[src/rtl/spi_pkg.sv]
package spi_pkg;

    localparam int NCS_DEF        = 4;
    localparam int FIFO_DEPTH_DEF = 8;

    // register byte addresses
    localparam logic [7:0] ADDR_SPMODE  = 8'h00;
    localparam logic [7:0] ADDR_SPIE    = 8'h04;
    localparam logic [7:0] ADDR_SPIM    = 8'h08;
    localparam logic [7:0] ADDR_SPCOM   = 8'h0C;
    localparam logic [7:0] ADDR_SPITF   = 8'h10;
    localparam logic [7:0] ADDR_SPIRF   = 8'h14;
    localparam logic [7:0] ADDR_CSMODE0 = 8'h20;  // one word per select from here

    typedef struct packed {
        logic        en;
        logic        loop;   // mosi fed back to the receiver
        logic [29:0] rsvd;
    } spmode_t;

    typedef struct packed {
        logic [15:0] rsvd_hi;
        logic        ci;     // sck idle level
        logic        cp;
        logic        rev;    // lsb first
        logic [4:0]  rsvd_lo;
        logic [7:0]  pm;     // half period is pm + 1 clocks
    } csmode_t;

    localparam csmode_t CSMODE_DEF = '0;

    typedef struct packed {
        logic [1:0]  cs;
        logic [13:0] rsvd;
        logic [15:0] tranlen;  // byte count minus one
    } spcom_t;

    typedef struct packed {
        logic [27:0] rsvd;
        logic        don;    // sticky until written with one
        logic        rne;
        logic        tnf;
        logic        txe;
    } spie_t;

    // frame command handed to the engine
    typedef struct packed {
        logic [1:0]  cs;
        logic [15:0] tranlen;
        csmode_t     csmode;
    } spi_cmd_t;

    typedef struct packed {
        logic [7:0]  addr;
        logic [31:0] data;
    } reg_wr_t;

    typedef union packed {
        logic [31:0]     word;
        logic [3:0][7:0] lanes;  // lane 0 is the first byte on the wire
    } fifo_word_u;

endpackage

[src/rtl/spi_fifo.sv]
`timescale 1ns/1ps
module spi_fifo #(
    parameter int DEPTH = 8
) (
    input  logic                S_SYSCLK,
    input  logic                S_RESETN,
    input  logic                i_push,
    input  spi_pkg::fifo_word_u i_wdata,
    input  logic                i_pop,
    output spi_pkg::fifo_word_u o_head,
    output logic                o_full,
    output logic                o_empty
);
    localparam int AW = (DEPTH > 1) ? $clog2(DEPTH) : 1;
    localparam int CW = AW + 1;

    spi_pkg::fifo_word_u mem [DEPTH];
    logic [AW-1:0]       wr_ptr;
    logic [AW-1:0]       rd_ptr;
    logic [CW-1:0]       count;
    logic                do_push;
    logic                do_pop;

    function automatic logic [AW-1:0] ptr_next(input logic [AW-1:0] p);
        return (p == AW'(DEPTH - 1)) ? '0 : p + 1'b1;  // wraps for any depth
    endfunction

    assign do_push = i_push && !o_full;
    assign do_pop  = i_pop && !o_empty;
    assign o_full  = (count == CW'(DEPTH));
    assign o_empty = (count == '0);
    assign o_head  = mem[rd_ptr];

    always_ff @(posedge S_SYSCLK) begin
        if (!S_RESETN) begin
            wr_ptr <= '0;
            rd_ptr <= '0;
            count  <= '0;
        end else begin
            if (do_push) begin
                wr_ptr <= ptr_next(wr_ptr);
            end
            if (do_pop) begin
                rd_ptr <= ptr_next(rd_ptr);
            end
            case ({do_push, do_pop})
                2'b10:   count <= count + 1'b1;
                2'b01:   count <= count - 1'b1;
                default: count <= count;  // both or neither
            endcase
        end
    end

    always_ff @(posedge S_SYSCLK) begin
        if (do_push) begin
            mem[wr_ptr] <= i_wdata;
        end
    end

    a_count_bound: assert property (@(posedge S_SYSCLK) disable iff (!S_RESETN)
        count <= CW'(DEPTH));

endmodule

[src/rtl/spi_regs.sv]
`timescale 1ns/1ps
module spi_regs #(
    parameter int NCS = 4
) (
    input  logic                S_SYSCLK,
    input  logic                S_RESETN,
    input  logic                i_wen,
    input  spi_pkg::reg_wr_t    i_wr,
    input  logic                i_rden,
    input  logic [7:0]          i_araddr,
    output logic [31:0]         o_rdata,
    output logic                o_int,
    output logic                o_tx_push,
    output spi_pkg::fifo_word_u o_tx_wdata,
    input  logic                i_tx_full,
    input  logic                i_tx_empty,
    output logic                o_rx_pop,
    input  spi_pkg::fifo_word_u i_rx_head,
    input  logic                i_rx_empty,
    output logic                o_start,
    output spi_pkg::spi_cmd_t   o_cmd,
    input  logic                i_busy,
    input  logic                i_done,
    output logic                o_loop
);
    localparam int CSW = (NCS > 1) ? $clog2(NCS) : 1;

    spi_pkg::spmode_t spmode;
    spi_pkg::spie_t   spim;
    spi_pkg::spie_t   spie;
    spi_pkg::spie_t   spie_w1c;
    spi_pkg::spcom_t  spcom;
    spi_pkg::csmode_t csmode [NCS];
    logic [7:0]       wr_off;
    logic [7:0]       rd_off;
    logic             wr_cs_hit;
    logic             rd_cs_hit;
    logic [CSW-1:0]   cmd_slot;

    // word aligned slot inside the csmode window
    function automatic logic cs_slot_hit(input logic [7:0] addr, input logic [7:0] off);
        return (addr >= spi_pkg::ADDR_CSMODE0) && (off[1:0] == 2'b00) &&
               (32'(off[7:2]) < NCS);
    endfunction

    assign wr_off    = i_wr.addr - spi_pkg::ADDR_CSMODE0;
    assign rd_off    = i_araddr - spi_pkg::ADDR_CSMODE0;
    assign wr_cs_hit = cs_slot_hit(i_wr.addr, wr_off);
    assign rd_cs_hit = cs_slot_hit(i_araddr, rd_off);
    assign spie_w1c  = i_wr.data;

    assign o_tx_push  = i_wen && (i_wr.addr == spi_pkg::ADDR_SPITF);
    assign o_tx_wdata = i_wr.data;
    assign o_rx_pop   = i_rden && (i_araddr == spi_pkg::ADDR_SPIRF);  // pop in the strobe cycle
    assign o_int      = |(spie & spim);
    assign o_loop     = spmode.loop;

    assign cmd_slot      = CSW'(spcom.cs);
    assign o_cmd.cs      = spcom.cs;
    assign o_cmd.tranlen = spcom.tranlen;
    assign o_cmd.csmode  = (32'(spcom.cs) < NCS) ? csmode[cmd_slot] : spi_pkg::CSMODE_DEF;

    always_ff @(posedge S_SYSCLK) begin
        if (!S_RESETN) begin
            spmode  <= '0;
            spim    <= '0;
            spcom   <= '0;
            spie    <= '0;
            o_start <= 1'b0;
            for (int i = 0; i < NCS; i++) begin
                csmode[i] <= spi_pkg::CSMODE_DEF;
            end
        end else begin
            o_start  <= 1'b0;
            // live flags, held low while disabled
            spie.rne <= spmode.en && !i_rx_empty;
            spie.tnf <= spmode.en && !i_tx_full;
            spie.txe <= spmode.en && i_tx_empty;
            if (i_wen) begin
                case (i_wr.addr)
                    spi_pkg::ADDR_SPMODE: spmode <= i_wr.data;
                    spi_pkg::ADDR_SPIM:   spim   <= i_wr.data;
                    spi_pkg::ADDR_SPCOM: begin
                        spcom   <= i_wr.data;
                        o_start <= spmode.en && !i_busy && !o_start;  // else dropped
                    end
                    default: begin
                        if (wr_cs_hit) begin
                            csmode[wr_off[CSW+1:2]] <= i_wr.data;
                        end
                    end
                endcase
            end
            // a new done beats a clear in the same cycle
            if (i_done) begin
                spie.don <= 1'b1;
            end else if (i_wen && (i_wr.addr == spi_pkg::ADDR_SPIE) && spie_w1c.don) begin
                spie.don <= 1'b0;
            end
        end
    end

    always_ff @(posedge S_SYSCLK) begin
        if (i_rden) begin
            case (i_araddr)
                spi_pkg::ADDR_SPMODE: o_rdata <= spmode;
                spi_pkg::ADDR_SPIE:   o_rdata <= spie;
                spi_pkg::ADDR_SPIM:   o_rdata <= spim;
                spi_pkg::ADDR_SPCOM:  o_rdata <= spcom;
                spi_pkg::ADDR_SPIRF:  o_rdata <= i_rx_empty ? '0 : i_rx_head.word;
                default:              o_rdata <= rd_cs_hit ? csmode[rd_off[CSW+1:2]] : '0;
            endcase
        end
    end

    // a start must never reach an engine that is still in a frame
    a_start_idle: assert property (@(posedge S_SYSCLK) disable iff (!S_RESETN)
        o_start |-> !i_busy);

endmodule

[src/rtl/spi_frame_engine.sv]
`timescale 1ns/1ps
module spi_frame_engine #(
    parameter int NCS = 4
) (
    input  logic                S_SYSCLK,
    input  logic                S_RESETN,
    input  logic                i_start,
    input  spi_pkg::spi_cmd_t   i_cmd,
    input  logic                i_loop,
    output logic                o_busy,
    output logic                o_done,
    output logic                o_tx_pop,
    input  spi_pkg::fifo_word_u i_tx_head,
    input  logic                i_tx_empty,
    output logic                o_rx_push,
    output spi_pkg::fifo_word_u o_rx_wdata,
    input  logic                i_rx_full,
    output logic                o_sck,
    output logic                o_mosi,
    input  logic                i_miso,
    output logic [NCS-1:0]      o_sel
);
    typedef enum logic [2:0] {
        ST_IDLE,
        ST_SELECT,
        ST_WAIT,
        ST_SHIFT,
        ST_FLUSH,
        ST_DESELECT
    } state_t;

    state_t              state;
    spi_pkg::spi_cmd_t   cmd_q;
    logic [15:0]         byte_cnt;
    logic [7:0]          div_cnt;
    logic [3:0]          edge_cnt;
    logic [7:0]          tx_byte;
    logic [7:0]          rx_byte;
    spi_pkg::fifo_word_u rx_word;
    spi_pkg::fifo_word_u rx_merge;
    logic [1:0]          lane;
    logic [2:0]          bit_idx;
    logic                rev;
    logic                tick;
    logic                first_edge;
    logic                last_byte;
    logic                word_end;
    logic                flush_go;
    logic                din;

    // wire order to bit position in the byte
    function automatic logic [2:0] bit_pos(input logic [2:0] n, input logic r);
        return r ? n : 3'd7 - n;
    endfunction

    assign lane       = byte_cnt[1:0];
    assign bit_idx    = edge_cnt[3:1];
    assign rev        = cmd_q.csmode.rev;
    assign first_edge = !edge_cnt[0];
    assign tick       = (state == ST_SHIFT) && (div_cnt == cmd_q.csmode.pm);
    assign last_byte  = (byte_cnt == cmd_q.tranlen);
    assign word_end   = (lane == 2'd3) || last_byte;
    assign flush_go   = (state == ST_FLUSH) && (!word_end || !i_rx_full);  // rx stall
    assign o_tx_pop   = flush_go && word_end;
    assign o_rx_push  = flush_go && word_end;
    assign o_rx_wdata = rx_merge;
    assign o_busy     = (state != ST_IDLE);
    assign din        = i_loop ? o_mosi : i_miso;

    // lane 0 starts a fresh word so a short tail keeps zero upper lanes
    always_comb begin
        if (lane == 2'd0) begin
            rx_merge = '0;
        end else begin
            rx_merge = rx_word;
        end
        rx_merge.lanes[lane] = rx_byte;
    end

    always_ff @(posedge S_SYSCLK) begin
        if (!S_RESETN) begin
            state    <= ST_IDLE;
            o_sel    <= '1;
            o_sck    <= 1'b0;
            o_mosi   <= 1'b0;
            o_done   <= 1'b0;
            byte_cnt <= '0;
            div_cnt  <= '0;
            edge_cnt <= '0;
        end else begin
            o_done <= 1'b0;
            case (state)
                ST_IDLE: begin
                    if (i_start) begin
                        o_sck    <= i_cmd.csmode.ci;
                        byte_cnt <= '0;
                        state    <= ST_SELECT;
                    end
                end
                ST_SELECT: begin
                    for (int i = 0; i < NCS; i++) begin
                        o_sel[i] <= (32'(cmd_q.cs) != i);
                    end
                    state <= ST_WAIT;
                end
                ST_WAIT: begin
                    if (!i_tx_empty) begin  // sck idles here on underrun
                        div_cnt  <= '0;
                        edge_cnt <= '0;
                        if (cmd_q.csmode.cp) begin
                            o_mosi <= i_tx_head.lanes[lane][bit_pos(3'd0, rev)];
                        end
                        state <= ST_SHIFT;
                    end
                end
                ST_SHIFT: begin
                    if (tick) begin
                        div_cnt  <= '0;
                        edge_cnt <= edge_cnt + 4'd1;
                        o_sck    <= ~o_sck;
                        if (first_edge && !cmd_q.csmode.cp) begin
                            o_mosi <= tx_byte[bit_pos(bit_idx, rev)];
                        end else if (!first_edge && cmd_q.csmode.cp && (bit_idx != 3'd7)) begin
                            o_mosi <= tx_byte[bit_pos(bit_idx + 3'd1, rev)];
                        end
                        if (edge_cnt == 4'hf) begin
                            state <= ST_FLUSH;  // sck back at idle
                        end
                    end else begin
                        div_cnt <= div_cnt + 8'd1;
                    end
                end
                ST_FLUSH: begin
                    if (flush_go) begin
                        if (last_byte) begin
                            o_sel <= '1;
                            state <= ST_DESELECT;
                        end else begin
                            byte_cnt <= byte_cnt + 16'd1;
                            state    <= ST_WAIT;
                        end
                    end
                end
                ST_DESELECT: begin
                    o_done <= 1'b1;
                    o_mosi <= 1'b0;
                    state  <= ST_IDLE;
                end
                default: state <= ST_IDLE;
            endcase
        end
    end

    always_ff @(posedge S_SYSCLK) begin
        if ((state == ST_IDLE) && i_start) begin
            cmd_q <= i_cmd;
        end
        if (state == ST_WAIT) begin
            tx_byte <= i_tx_head.lanes[lane];
        end
        if (tick && (first_edge == cmd_q.csmode.cp)) begin
            rx_byte[bit_pos(bit_idx, rev)] <= din;  // sample edge
        end
        if (flush_go) begin
            rx_word <= rx_merge;
        end
    end

    a_one_sel: assert property (@(posedge S_SYSCLK) disable iff (!S_RESETN)
        $countones(~o_sel) <= 1);

endmodule

[src/rtl/spi_master_top.sv]
`timescale 1ns/1ps
module spi_master_top #(
    parameter int NCS        = spi_pkg::NCS_DEF,
    parameter int FIFO_DEPTH = spi_pkg::FIFO_DEPTH_DEF
) (
    input  logic             S_SYSCLK,
    input  logic             S_RESETN,
    input  logic             i_wen,
    input  spi_pkg::reg_wr_t i_wr,
    input  logic             i_rden,
    input  logic [7:0]       i_araddr,
    output logic [31:0]      o_rdata,
    output logic             o_int,
    output logic             o_sck,
    output logic             o_mosi,
    input  logic             i_miso,
    output logic [NCS-1:0]   o_sel
);
    logic                tx_push;
    spi_pkg::fifo_word_u tx_wdata;
    logic                tx_pop;
    spi_pkg::fifo_word_u tx_head;
    logic                tx_full;
    logic                tx_empty;
    logic                rx_push;
    spi_pkg::fifo_word_u rx_wdata;
    logic                rx_pop;
    spi_pkg::fifo_word_u rx_head;
    logic                rx_full;
    logic                rx_empty;
    logic                start;
    spi_pkg::spi_cmd_t   cmd;
    logic                busy;
    logic                done;
    logic                loop;

    spi_regs #(.NCS(NCS)) u_regs (
        .S_SYSCLK   (S_SYSCLK),
        .S_RESETN   (S_RESETN),
        .i_wen      (i_wen),
        .i_wr       (i_wr),
        .i_rden     (i_rden),
        .i_araddr   (i_araddr),
        .o_rdata    (o_rdata),
        .o_int      (o_int),
        .o_tx_push  (tx_push),
        .o_tx_wdata (tx_wdata),
        .i_tx_full  (tx_full),
        .i_tx_empty (tx_empty),
        .o_rx_pop   (rx_pop),
        .i_rx_head  (rx_head),
        .i_rx_empty (rx_empty),
        .o_start    (start),
        .o_cmd      (cmd),
        .i_busy     (busy),
        .i_done     (done),
        .o_loop     (loop)
    );

    // words written through SPITF
    spi_fifo #(.DEPTH(FIFO_DEPTH)) u_txf (
        .S_SYSCLK (S_SYSCLK),
        .S_RESETN (S_RESETN),
        .i_push   (tx_push),
        .i_wdata  (tx_wdata),
        .i_pop    (tx_pop),
        .o_head   (tx_head),
        .o_full   (tx_full),
        .o_empty  (tx_empty)
    );

    // words drained through SPIRF
    spi_fifo #(.DEPTH(FIFO_DEPTH)) u_rxf (
        .S_SYSCLK (S_SYSCLK),
        .S_RESETN (S_RESETN),
        .i_push   (rx_push),
        .i_wdata  (rx_wdata),
        .i_pop    (rx_pop),
        .o_head   (rx_head),
        .o_full   (rx_full),
        .o_empty  (rx_empty)
    );

    spi_frame_engine #(.NCS(NCS)) u_engine (
        .S_SYSCLK   (S_SYSCLK),
        .S_RESETN   (S_RESETN),
        .i_start    (start),
        .i_cmd      (cmd),
        .i_loop     (loop),
        .o_busy     (busy),
        .o_done     (done),
        .o_tx_pop   (tx_pop),
        .i_tx_head  (tx_head),
        .i_tx_empty (tx_empty),
        .o_rx_push  (rx_push),
        .o_rx_wdata (rx_wdata),
        .i_rx_full  (rx_full),
        .o_sck      (o_sck),
        .o_mosi     (o_mosi),
        .i_miso     (i_miso),
        .o_sel      (o_sel)
    );

endmodule

[config.mk]
export PLATFORM = sky130hd
export DESIGN_NAME = spi_master_top
export DESIGN_NICKNAME = d
export VERILOG_FILES = /design/src/rtl/spi_pkg.sv /design/src/rtl/spi_fifo.sv /design/src/rtl/spi_regs.sv /design/src/rtl/spi_frame_engine.sv /design/src/rtl/spi_master_top.sv
export SDC_FILE = /design/constraint.sdc
export NUM_CORES = 1
export LEC_CHECK = 0
export BUFFER_PORTS_ARGS = -buffer_cell sky130_fd_sc_hd__buf_2
export CAP_MARGIN = 20
export CORE_AREA = 3 3 357 359
export CTS_CLUSTER_SIZE = 30
export DETAILED_ROUTE_END_ITERATION = 12
export DIE_AREA = 0 0 360 362
export PLACE_DENSITY = 0.5
export SLEW_MARGIN = 10
export SYNTH_ARGS = -nofsm -noshare
export SYNTH_HDL_FRONTEND = slang
export SYNTH_SLANG_ARGS = --single-unit
[constraint.sdc]
create_clock -name S_SYSCLK -period 6.4 [get_ports S_SYSCLK]
set_input_delay 1.28 -clock S_SYSCLK [delete_from_list [all_inputs] [get_ports S_SYSCLK]]
set_output_delay 1.28 -clock S_SYSCLK [all_outputs]
set_load 0.01 [all_outputs]
[Word level (Yosys, flattened, before mapping)]
Memories as Yosys holds them, arrays and structs flattened. A register that Yosys moved wholly into a read port is not among the register bits.
Cells that the tools add are included.
Word-level totals
  logic and storage cells: 260
  memories kept: 3
  output and inout port bits: 39
  bits in writable memories: 640
  flip-flop bits (word level): 267
  input port bits: 53
Cells by class
  reductions and logical operators: 70
  $lt $le $gt $ge: 10
  equal/unequal tests: 41
  $add $sub $neg: 16
  bitwise gates (word level): 2
  mux-type cells: 79
Memory list
  u_rxf.mem: words 8, width 32, rd ports 1, clocked after Yosys merged registers in 1, write ports 1, line spi_fifo.sv:17  | spi_pkg::fifo_word_u mem [DEPTH];
  u_txf.mem: words 8, width 32, rd ports 1, clocked after Yosys merged registers in 1, write ports 1, line spi_fifo.sv:17
  u_regs.csmode: words 4, width 32, rd ports 2, clocked after Yosys merged registers in 1, write ports 4, line spi_regs.sv:33  | spi_pkg::csmode_t csmode [NCS];
Operator list (number)
  32-bit one-hot mux with 5 select lines: 1
  32-bit two-way mux: 4
  32-bit OR reduction: 2
  3-bit two-way mux: 17
  16-bit two-way mux: 3
  4-bit by 32-bit bitwise AND with 32-bit output: 1
  32-bit bitwise mux: 1
  8-bit by 4-bit == test with 1-bit output, second input constant: 4
  8-bit two-way mux: 4
  16-bit one-hot mux with 2 select lines: 1
  4-bit one-hot mux with 2 select lines: 4
  1-bit logical AND: 27
  1-bit two-way mux: 26
  3-bit == test, second input constant: 6
  16-bit by 1-bit adder with 16-bit output, second input constant: 1
  8-bit binary-select mux with 2-bit select: 1
  8-bit demux with 2-bit select: 1
  16-bit == test: 1
  8-bit by 3-bit == test with 1-bit output, second input constant: 2
  8-bit by 5-bit == test with 1-bit output, second input constant: 2
  8-bit by 6-bit greater-or-equal comparator with 1-bit output, second input constant: 2
  8-bit logical NOT: 2
  4-bit two-way mux: 4
  8-bit one-hot mux with 2 select lines: 1
  41 further kinds: 100

[Depth between registers and ports, before layout]
Gate-level depths: netlist of run 1.
  depth in word-level cells: 11
  depth in mapped cells: 15

[By module]
From an unflattened synthesis of run 1, not the netlist that was laid out.
Unflattened totals
  cells, all modules: 2398
  area total of the unflattened synthesis: 38866.0 µm²
By module, submodules not included
  spi_regs: cells an instance 1002, area an instance 12489.5 µm², instances 1
  spi_fifo (u_rxf): cells an instance 449, area an instance 10338.7 µm², instances 1
  spi_fifo (u_txf): cells an instance 449, area an instance 10334.9 µm², instances 1
  spi_frame_engine: cells an instance 498, area an instance 5703.0 µm², instances 1

[Worst setup path before layout of run 1]
Ideal clock, no wire load.
  kind: register to register
  from: register u_engine.byte_cnt[0]
  to: memory u_rxf.mem[2][0] in the netlist's numbering, enable pin
  setup time: 513 ps
  data arrival time: 4907 ps
  slack: 980 ps
  cell stages (with the launch flop): 9
  clock period less this slack: 5420 ps
  cells stage by stage: dfxtp_1 buf_2 xnor2_1 nand4_1 nor4_4 nor2_2 nor3_4 inv_4 nor4b_1
Between the ends
  longest elaborated chain between the ends: 9
RTL lines
  from (decl): line spi_frame_engine.sv:34  | logic [15:0] byte_cnt;
  from (signal assigned): line spi_frame_engine.sv:139  | byte_cnt <= byte_cnt + 16'd1;
  16-bit == test / 2-bit == test (equally long branches): line spi_frame_engine.sv:61, spi_frame_engine.sv:62
  1-bit logical OR (*): line spi_frame_engine.sv:62  | assign word_end = (lane == 2'd3) || last_byte;
  1-bit logical NOT: line spi_frame_engine.sv:63  | assign flush_go = (state == ST_FLUSH) && (!word_end || !i_rx_full);
  1-bit logical OR: line spi_frame_engine.sv:63
  1-bit logical AND: line spi_frame_engine.sv:63
  1-bit logical AND (*): line spi_frame_engine.sv:65  | assign o_rx_push = flush_go && word_end;
  1-bit logical AND (*): line spi_fifo.sv:28  | assign do_push = i_push && !o_full;
  1-bit two-way mux (*): line spi_fifo.sv:55  | if (do_push) begin
  1-bit two-way mux (implied by the code) (*): line spi_fifo.sv:56  | mem[wr_ptr] <= i_wdata;
  to (decl): line spi_fifo.sv:17
Every way passes the cells marked *; elsewhere a longest branch is shown, timed or not.

[Worst setup path in the final report of run 1]
  from: register u_engine.byte_cnt[0]
  to: memory u_rxf.mem[7][2] in the netlist's numbering, enable pin
The elaborated chain is that of the path after synthesis.

==> results of run 1 <==
==> report_power, final <==
part,switching [mW],leakage [nW],internal (mW)
clock,2.41,1.58,3.21
combinational,0.201,4.13,0.0886
sequential,0.0462,8.23,6.46
==> final timing paths <==
path / startpoint / endpoint / slack [ns]
setup / recovery: u_engine.byte_cnt[0] / u_rxf.mem[7][2] / 2.68
hold / removal: u_engine.o_done / u_regs.spie[3] / 0.44
setup reg to reg: u_engine.byte_cnt[0] / u_rxf.mem[7][2] / 2.68
hold reg to reg: u_engine.o_done / u_regs.spie[3] / 0.44
==> synthesized netlist by cell type, types with 7 or more instances <==
library cell,count
edfxtp_1,748
nand2_1,197
mux4_2,171
dfxtp_1,167
nor2_1,156
mux2i_1,115
and2_1,103
clkbuf_1,83
a21oi_1,70
and3_1,43
mux2_2,42
nand3_1,40
a222oi_1,28
o21ai_0,28
buf_2,26
ha_1,26
a22o_1,25
nor3_1,24
xor2_1,24
xnor2_1,23
a22oi_1,18
inv_1,17
nand4_1,17
buf_1,14
or3_1,10
nand2b_1,9
nor2b_1,9
nor4_1,7
==> sequential cells by signal, summed over array words and instances, names as in the netlist, 27 cells and up, named ones only <==
register          count
u_rxf.mem           256
u_txf.mem           256
u_regs.csmode       128
u_engine.rx_word     32
u_regs.o_rdata       32
u_regs.spim          32
u_regs.spmode        31
u_engine.cmd_q       27
==> cells by family after synthesis <==
family          after synthesis  share of synthesized area [%]
mux                         328                           14.7
simple gates                656                           8.75
flops                       915                           69.1
buf+inv                     151                           1.76
compound gates              203                           3.75
xor+xnor                     47                           1.10
fa+ha+maj                    26                          0.871
==> metal layers <==
| layer | vias up | GRT usage [%] | part of all wire [%] |
|---|---|---|---|
| li1 | 9224 | - | - |
| met1 | 10932 | 20.7 | 45 |
| met2 | 519 | 25.4 | 49 |
| met3 | 118 | 1.91 | 4.4 |
| met4 | 4 | 3.96 | 1.8 |
| met5 | - | 0 | 0.027 |
==> critical path: stages (launching register included) <==
cell and delay [ns]:
dfxtp_1 0.31, buf_4 0.43, ha_1 0.78, nor2_2 0.13, nor3_4 0.33, nand2_1 0.20
nor2_4 0.70, buf_4 0.46
==> area by class of cell <==
type	count	area, um^2
inverters	19	76.3
diodes	2	5.00
clock buffers	123	2650
well taps	1637	2050
flip-flops and latches	915	25800
repair buffers	137	876
fillers	11735	81000
clock inverters	64	588
multi-input cells	1260	11100
==> through the flow <==
| step | setup slack (ns) | hold WS [ns] | utilization, % | cell area [um^2] | total power [mW] |
|---|---|---|---|---|---|
| 2_1_floorplan | 0.980 | 0.413 | - | 37300 | 6.74 |
| 4_1_cts | 2.55 | 0.441 | 34.7 | 43100 | 12.6 |
| 5_1_grt | 2.47 | 0.472 | 34.8 | 43200 | 12.8 |
| 3_3_place_gp | 2.24 | 0.424 | 32.1 | 39800 | 6.92 |
| 6_report | 2.68 | 0.441 | 34.8 | 43200 | 12.4 |
| 3_5_place_dp | 2.12 | 0.438 | 32.1 | 39800 | 6.92 |
==> metrics, run 1 <==
std cell rows=129; first-pass GRT wire length=146000 um; synth top area cells=edfxtp_1 60%, mux4_2 10%, dfxtp_1 9.0%; FF+latch count, synth=915; fmax=268 MHz; post-DP HPWL=62700 um; Area Overhead vs Synth=15.6%; Final Skew=0.0362 ns; vias per cell=5.00; H-tree levels=3; clock slew at reported path FFs=0.06 ns; initial antenna violation count=9; Tightest Pin Transition=1.08 ns; nets=2511; input/output buffers=91; Max Fanout on Critical Path=20; die width=360 um; largest net degree at the start of global routing=83; Max Cap Violations=0; gr usage total=15.1%; Hold Path Stages=2; Most used DFF post-synth=edfxtp_1; final hold vios=0; Leakage=13.9 nW; post-synth top area share=60.2%; area leader, netlist=edfxtp_1; Post-Route WL=100000 um; cells after synthesis=2326; initial DRC count=1965; clk root buf=clkbuf_16; synth unique cells=72; Setup Fix Bufs, Post-CTS=0; Die Area=130000 um^2; post-cts sizing count=0; starting density of the core=30.1%; most frequent cells in the layout=748 x edfxtp_1, 196 x nand2_1, 171 x mux4_2; crit share post-route=58.2%; Post-synth EDFFs=748; Clock Latency Late Sink=0.68 ns; Ports=92; CP Class=reg2reg; Critical Path AT=4.06 ns; RSZ-0062 raised after global routing=no; status=finished, final reports clean; Antenna Violating Nets Remaining=0; Rel. slew slack=28.0%; synthesized area per cell=16.1 um^2; clock buffer depth=3; min Tclk post-route=3.72 ns; commonest non-fill, non-tap cell in the layout=edfxtp_1; hold buffers post-CTS=0; setup TNS=0 ns; share of cells above drive strength 1=22.0%; reg2reg path depth=7; vias in the first global route=21.1k; total global routing overflow=0; gp weighted congestion=0.796; DRC Markers=0; Placed Instances=3964; Mapped Area=37300 um^2; CP Launch Type=register; chip height=362 um; Non-Filler Instances=4157; via count=20.8k; syn nets=2405; wire per inst=24.0 um; CTS tree=yes; endpoint type of the worst setup path=register; VDD IR max=0.188 mV; Yosys warning count=0; CTS Buf Count=99; Seq/Total Area, Yosys=69.1%; Placeable Area=124000 um^2; Setup Viol. Count Final=0; first-pass detailed-route iteration total=9; pwr/cell area=288 nW/um^2; min-delay worst type=reg2reg; CP required=6.74 ns; final number of max-transition violations=0; post-synthesis async set-or-reset flop share=0%; CTS sink cnt=915
No activity file was read; power rests on OpenSTA's default activity.
==> run 2, diff against run 1 <==
--- a/config.mk
+++ b/config.mk
@@ -5,13 +5,14 @@
 export SDC_FILE = /design/constraint.sdc
 export NUM_CORES = 1
 export LEC_CHECK = 0
+export ABC_AREA = 1
 export BUFFER_PORTS_ARGS = -buffer_cell sky130_fd_sc_hd__buf_2
 export CAP_MARGIN = 20
-export CORE_AREA = 3 3 357 359
+export CORE_AREA = 3 3 360 362
 export CTS_CLUSTER_SIZE = 30
 export DETAILED_ROUTE_END_ITERATION = 12
-export DIE_AREA = 0 0 360 362
-export PLACE_DENSITY = 0.5
+export DIE_AREA = 0 0 363 365
+export PLACE_DENSITY = 0.52
 export SLEW_MARGIN = 10
 export SYNTH_ARGS = -nofsm -noshare
 export SYNTH_HDL_FRONTEND = slang
==> constraint.sdc (replaced) <==
create_clock -name S_SYSCLK -period 3.4 [get_ports S_SYSCLK]
set_input_delay 0.68 -clock S_SYSCLK [delete_from_list [all_inputs] [get_ports S_SYSCLK]]
set_output_delay 0.68 -clock S_SYSCLK [all_outputs]
set_load 0.01 [all_outputs]
==> metrics, run 2 <==
synth unique cells=50; via count=26.1k; Place WS=0.260 ns; Die Area=132000 um^2; multi-input logic area=10700 um^2; CP Class=reg2reg; Area Overhead vs Synth=16.0%; Flop pwr share=51.6%; wire per inst=21.6 um; most frequent cells in the layout=748 x edfxtp_1, 545 x nor2_1, 435 x nand2_1; crit share post-route=82.7%; synthesized area per cell=11.2 um^2; largest registers=u_rxf.mem (256), u_txf.mem (256), u_regs.csmode (128); commonest non-fill, non-tap cell in the layout=edfxtp_1; first-pass detailed-route iteration total=6; starting density of the core=29.8%; final number of max-transition violations=0; RSZ-0062 raised after global routing=no; Tightest Pin Transition=1.02 ns; filler cell count=12.5k; Ports=92; post-DP HPWL=70800 um; VDD IR max=0.308 mV; std cell rows=131; min-delay worst type=in2reg; Critical Path AT=3.13 ns; Mapped Area=37900 um^2; Comb pwr share=4.6%; Synth top cells by count=748 x edfxtp_1, 554 x nor2_1, 435 x nand2_1; FF+latch count, synth=915; Setup Viol. Count Final=0; Max Fanout on Critical Path=16; min Tclk post-route=2.81 ns; status=finished, final reports clean; CTS sink cnt=915; DRC Markers=0; Yosys warning count=0; vias in the first global route=24.8k; die width=363 um; post-synth top area share=59.3%; gp weighted congestion=0.841; CTS Buf Count=96; CP Buf/Inv Count=3; Seq/Total Area, Yosys=68.1%; total global routing overflow=0; vias per cell=5.02; initial DRC count=2617; initial antenna violation count=8; cells after synthesis=3373; fmax=355 MHz; CP delay by family, top=compound AO/OA/AOI/OAI gates; CTS tree=yes; chip height=365 um; Rel. slew slack=31.4%; setup ws final=0.587 ns; Pint=18.7 mW; H-tree levels=3; syn nets=3452; most common cell in the netlist=edfxtp_1; input/output buffers=91; clock slew at reported path FFs=0.06 ns; CP Launch Type=register; Post-Route WL=113000 um; Final Skew=0.0320 ns; cell chain of the critical path=buf_4 > inv_2 > ha_1 > inv_1 > o21ai_0; Post-synth EDFFs=748; CP required=3.72 ns; Placeable Area=127000 um^2; hold buffers post-CTS=0; clock buffer depth=3; Clock Latency Late Sink=0.67 ns; Most used DFF post-synth=edfxtp_1; largest net degree at the start of global routing=129; share of cells above drive strength 1=11.9%; Max Cap Violations=0; gr usage total=16.7%; sw frac=22.5%; pwr/cell area=549 nW/um^2; Clock Power Share=43.7%; post-synthesis async set-or-reset flop share=0%; max incr delay on CP=0.88 ns; slowest CP cell=o21ai_0; final core utilization=34.6%; synth top area cells=edfxtp_1 59%, dfxtp_1 8.8%, nor2_1 5.5%; area leader, netlist=edfxtp_1; nets=3542; Switch Pwr=5.44 mW; first-pass GRT wire length=167000 um; post-cts sizing count=0; Setup Fix Bufs, Post-CTS=0; endpoint type of the worst setup path=register; final hold vios=0; Seq. cell area=25800 um^2; clk root buf=clkbuf_16; Antenna Violating Nets Remaining=0; Leakage=14.8 nW
run 2: changes by cell type after synthesis, moves of 54 or more:
cell      change
a21oi_1      +55
and2_1      -103
clkbuf_1     +54
inv_1       +159
mux2i_1      -96
nor2_1      +398
nand2_1     +238
o21ai_0     +320
nand3_1     +133
mux4_2      -171
run 2: final cells by class:
cell class	count	share of cell area (%)
Sequential cell	915	58.8
Antenna cell	1	0.00569
Timing Repair Buffer	185	3.30
Multi-Input combinational cell	2078	24.4
Clock buffer	121	5.82
Inverter	187	1.60
Clock inverter	57	1.36
Tap cell	1662	4.73
run 2: cells by family after synthesis:
logic type	share of synthesized area [%]
adder cells (fa/ha/maj)	0.859
XOR/XNOR	1.11
AND/OR/NAND/NOR	14.2
multiplexers	0.532
AO/OA/AOI/OAI	11.1
flip-flops	68.1
buffers and inverters	4.08
run 2: worst register-to-register path, delay by kind of cell, from the launching register on:
family | cells | cell delay (ns)
fa+ha+maj | 1 | 0.37
buf+inv | 3 | 0.86
compound gates | 1 | 0.88
flops | 1 | 0.36
run 2: through the flow:
stage                     power (mW)  instance area, um^2  setup TNS [ns]  hold WS (ns)  instances
after floorplan                 13.3                37900          -94.46         0.416       3373
after global placement          13.8                40800               0         0.422       5027
after detailed placement        13.8                40800               0         0.441       5027
after CTS                       24.4                43900               0         0.269       5205
after global routing            24.9                43900               0         0.303       5206
final                           24.1                43900               0         0.321       5206
run 2: worst paths after layout:
kind                              from           endpoint  slack [ns]  cells after the start
setup reg to reg  u_engine.byte_cnt[1]   u_rxf.mem[1][11]        0.59                      5
setup / recovery  u_engine.byte_cnt[1]   u_rxf.mem[1][11]        0.59                      5
hold / removal                i_wr[10]   u_txf.mem[0][10]        0.32                      1
hold reg to reg      u_engine.o_sel[1]  u_engine.o_sel[1]        0.45                      2
run 2: power groups by stage:
stage          sequential (mW)  combinational, mW  clock [mW]
6_report                  12.5               1.12        10.6
3_3_place_gp              12.7               1.12           0
4_1_cts                   12.5               1.13        10.8
3_5_place_dp              12.7               1.13           0
2_1_floorplan             12.7              0.613           0
5_1_grt                   12.5               1.23        11.2
run 2: routing by layer:
| metal | GRT usage (%) | vias to the layer above | wire length, um |
|---|---|---|---|
| li1 | - | 12196 | - |
| met1 | 24.2 | 13045 | 52200 |
| met2 | 26.4 | 765 | 51600 |
| met3 | 2.31 | 117 | 6680 |
| met4 | 4.09 | 0 | 2070 |
| met5 | 0 | - | 0 |
==> run 3, diff against run 2 <==
==> constraint.sdc (replaced) <==
create_clock -name S_SYSCLK -period 2.5 [get_ports S_SYSCLK]
set_input_delay 0.5 -clock S_SYSCLK [delete_from_list [all_inputs] [get_ports S_SYSCLK]]
set_output_delay 0.5 -clock S_SYSCLK [all_outputs]
set_load 0.01 [all_outputs]
==> metrics, run 3 (synthesis gave the netlist of run 2 again) <==
pwr/cell area=721 nW/um^2; CTS sink cnt=915; Max Fanout on Critical Path=3; Clock Latency Late Sink=0.68 ns; Placed Instances=5115; final hold slack=0.135 ns; filler cell count=12.4k; clk root buf=clkbuf_16; DRC Markers=0; largest net degree at the start of global routing=68; most frequent cells in the layout=748 x edfxtp_1, 541 x nor2_1, 432 x nand2_1; Setup crit start=u_engine.cmd_q[33]; Reg-to-Reg End=u_rxf.count[3]; total global routing overflow=0; wire per inst=21.6 um; final hold vios=0; die width=363 um; CP required=3.07 ns; post-DP HPWL=72500 um; min Tclk post-route=2.47 ns; via count=26.6k; max incr delay on CP=0.39 ns; Leakage=15.5 nW; Switch Pwr=7.45 mW; reg2reg start=u_engine.cmd_q[33]; final core utilization=35.7%; share of cells above drive strength 1=15.3%; slowest CP cell=edfxtp_1; status=finished, final reports clean; input/output buffers=91; Worst setup endpoint=u_rxf.count[3]; Placeable Area=127000 um^2; Max Cap Violations=0; Rel. slew slack=25.7%; commonest non-fill, non-tap cell in the layout=edfxtp_1; vias per cell=5.01; RSZ-0062 raised after global routing=yes; hold buffers post-CTS=0; cell chain of the critical path=xor2_1 > nor2_1 > nand2_1 > nor2_2 > nand2_2 > nand2_4 > nand3_4 > buf_12 > ha_4 > xnor2_2 > nand3b_1 > a21oi_2 > o21ai_2 > o21ai_1 > a21oi_2; fmax=405 MHz; Area Overhead vs Synth=19.7%; vias in the first global route=25.3k; Critical Path AT=3.04 ns; clock buffer depth=3; first-pass detailed-route iteration total=6; CP Launch Type=register; CP dominant cell by count=a21oi_2; Die Area=132000 um^2; setup ws final=0.0323 ns; largest registers=u_rxf.mem (256), u_txf.mem (256), u_regs.csmode (128); Flop pwr share=51.8%; CTS tree=yes; gp weighted congestion=0.837; CTS Buf Count=95; Setup Viol. Count Final=0; CP Buf/Inv Count=1; setup TNS=0 ns; initial antenna violation count=7; final number of max-transition violations=0; H-tree levels=3; std cell rows=131; Final Skew=0.0291 ns; clock slew at reported path FFs=0.06 ns; crit share post-route=98.7%; Post-Route WL=115000 um; gr usage total=16.9%; Comb pwr share=4.9%; Antenna Violating Nets Remaining=0; Place WS=-0.278 ns; Non-Filler Instances=5312; chip height=365 um; VDD IR max=0.451 mV; CP Class=reg2reg; R2R setup slack=0.03 ns; nets=3649; Tightest Pin Transition=1.10 ns; dpl cell area=41800 um^2; Clock Power Share=43.3%; min-delay worst type=in2reg; Pint=25.3 mW; starting density of the core=29.8%; CP delay by family, top=simple AND/OR/NAND/NOR gates; initial DRC count=2410; first-pass GRT wire length=168000 um; Levels on crit path=15; total power=32.7 mW; endpoint type of the worst setup path=register; reg2reg path depth=15; Ports=92; sw frac=22.8%; Final Cell Area=45300 um^2
==> run 3: worst register-to-register path, stage by stage, from the launching register on <==
cell and delay [ns]:
edfxtp_1 0.39, xor2_1 0.15, nor2_1 0.11, nand2_1 0.13
nor2_2 0.16, nand2_2 0.09, nand2_4 0.09, nand3_4 0.12
buf_12 0.17, ha_4 0.18, xnor2_2 0.14, nand3b_1 0.22
a21oi_2 0.18, o21ai_2 0.07, o21ai_1 0.15, a21oi_2 0.04
==> run 3: worst min-delay path by stage <==
| stage | to | slack [ns] | cells after the start | from |
|---|---|---|---|---|
| 2_1_floorplan | u_regs.spie[3] | 0.42 | 2 | u_engine.o_done |
| 3_3_place_gp | u_regs.spie[3] | 0.44 | 2 | u_engine.o_done |
| 3_5_place_dp | u_regs.spie[3] | 0.44 | 2 | u_engine.o_done |
| 4_1_cts | u_txf.mem[3][1] | 0.09 | 1 | i_wr[1] |
| 5_1_grt | u_txf.mem[0][1] | 0.12 | 1 | i_wr[1] |
| 6_report | u_txf.mem[0][21] | 0.13 | 1 | i_wr[21] |
==> run 3: repair_timing <==
item                       CTS  global route
gates resized for setup      4            44
setup endpoints to repair   35           137
setup buffers                4             8
gates cloned                 1             3
pin swaps                    2            22
==> run 3: routing by layer <==
layer	up-vias	wire, um	track usage [%]
met3	167	7090	2.43
met1	13206	52900	24.3
met4	2	3040	5.06
met5	-	14	0
met2	838	51500	26.4
li1	12419	-	-
==> run 3: layout make-up <==
cell class	count	area (um^2)	area share (%)
Inverter	187	712	1.57
Tap cell	1662	2080	4.59
Multi-Input combinational cell	2078	10900	24.0
Timing Repair Buffer	293	2740	6.03
Antenna cell	1	2.50	0.00552
Clock buffer	128	2640	5.83
Sequential cell	915	25800	56.9
Clock inverter	48	447	0.985
==> run 3: power by group through the flow <==
stage                     combinational, mW  clock [mW]  sequential [mW]
final                                  1.61        14.2             16.9
after global routing                   1.75        15.0             17.0
after CTS                              1.61        14.4             16.9
after detailed placement               1.60           0             17.2
after global placement                 1.60           0             17.3
after floorplan                       0.838           0             17.2
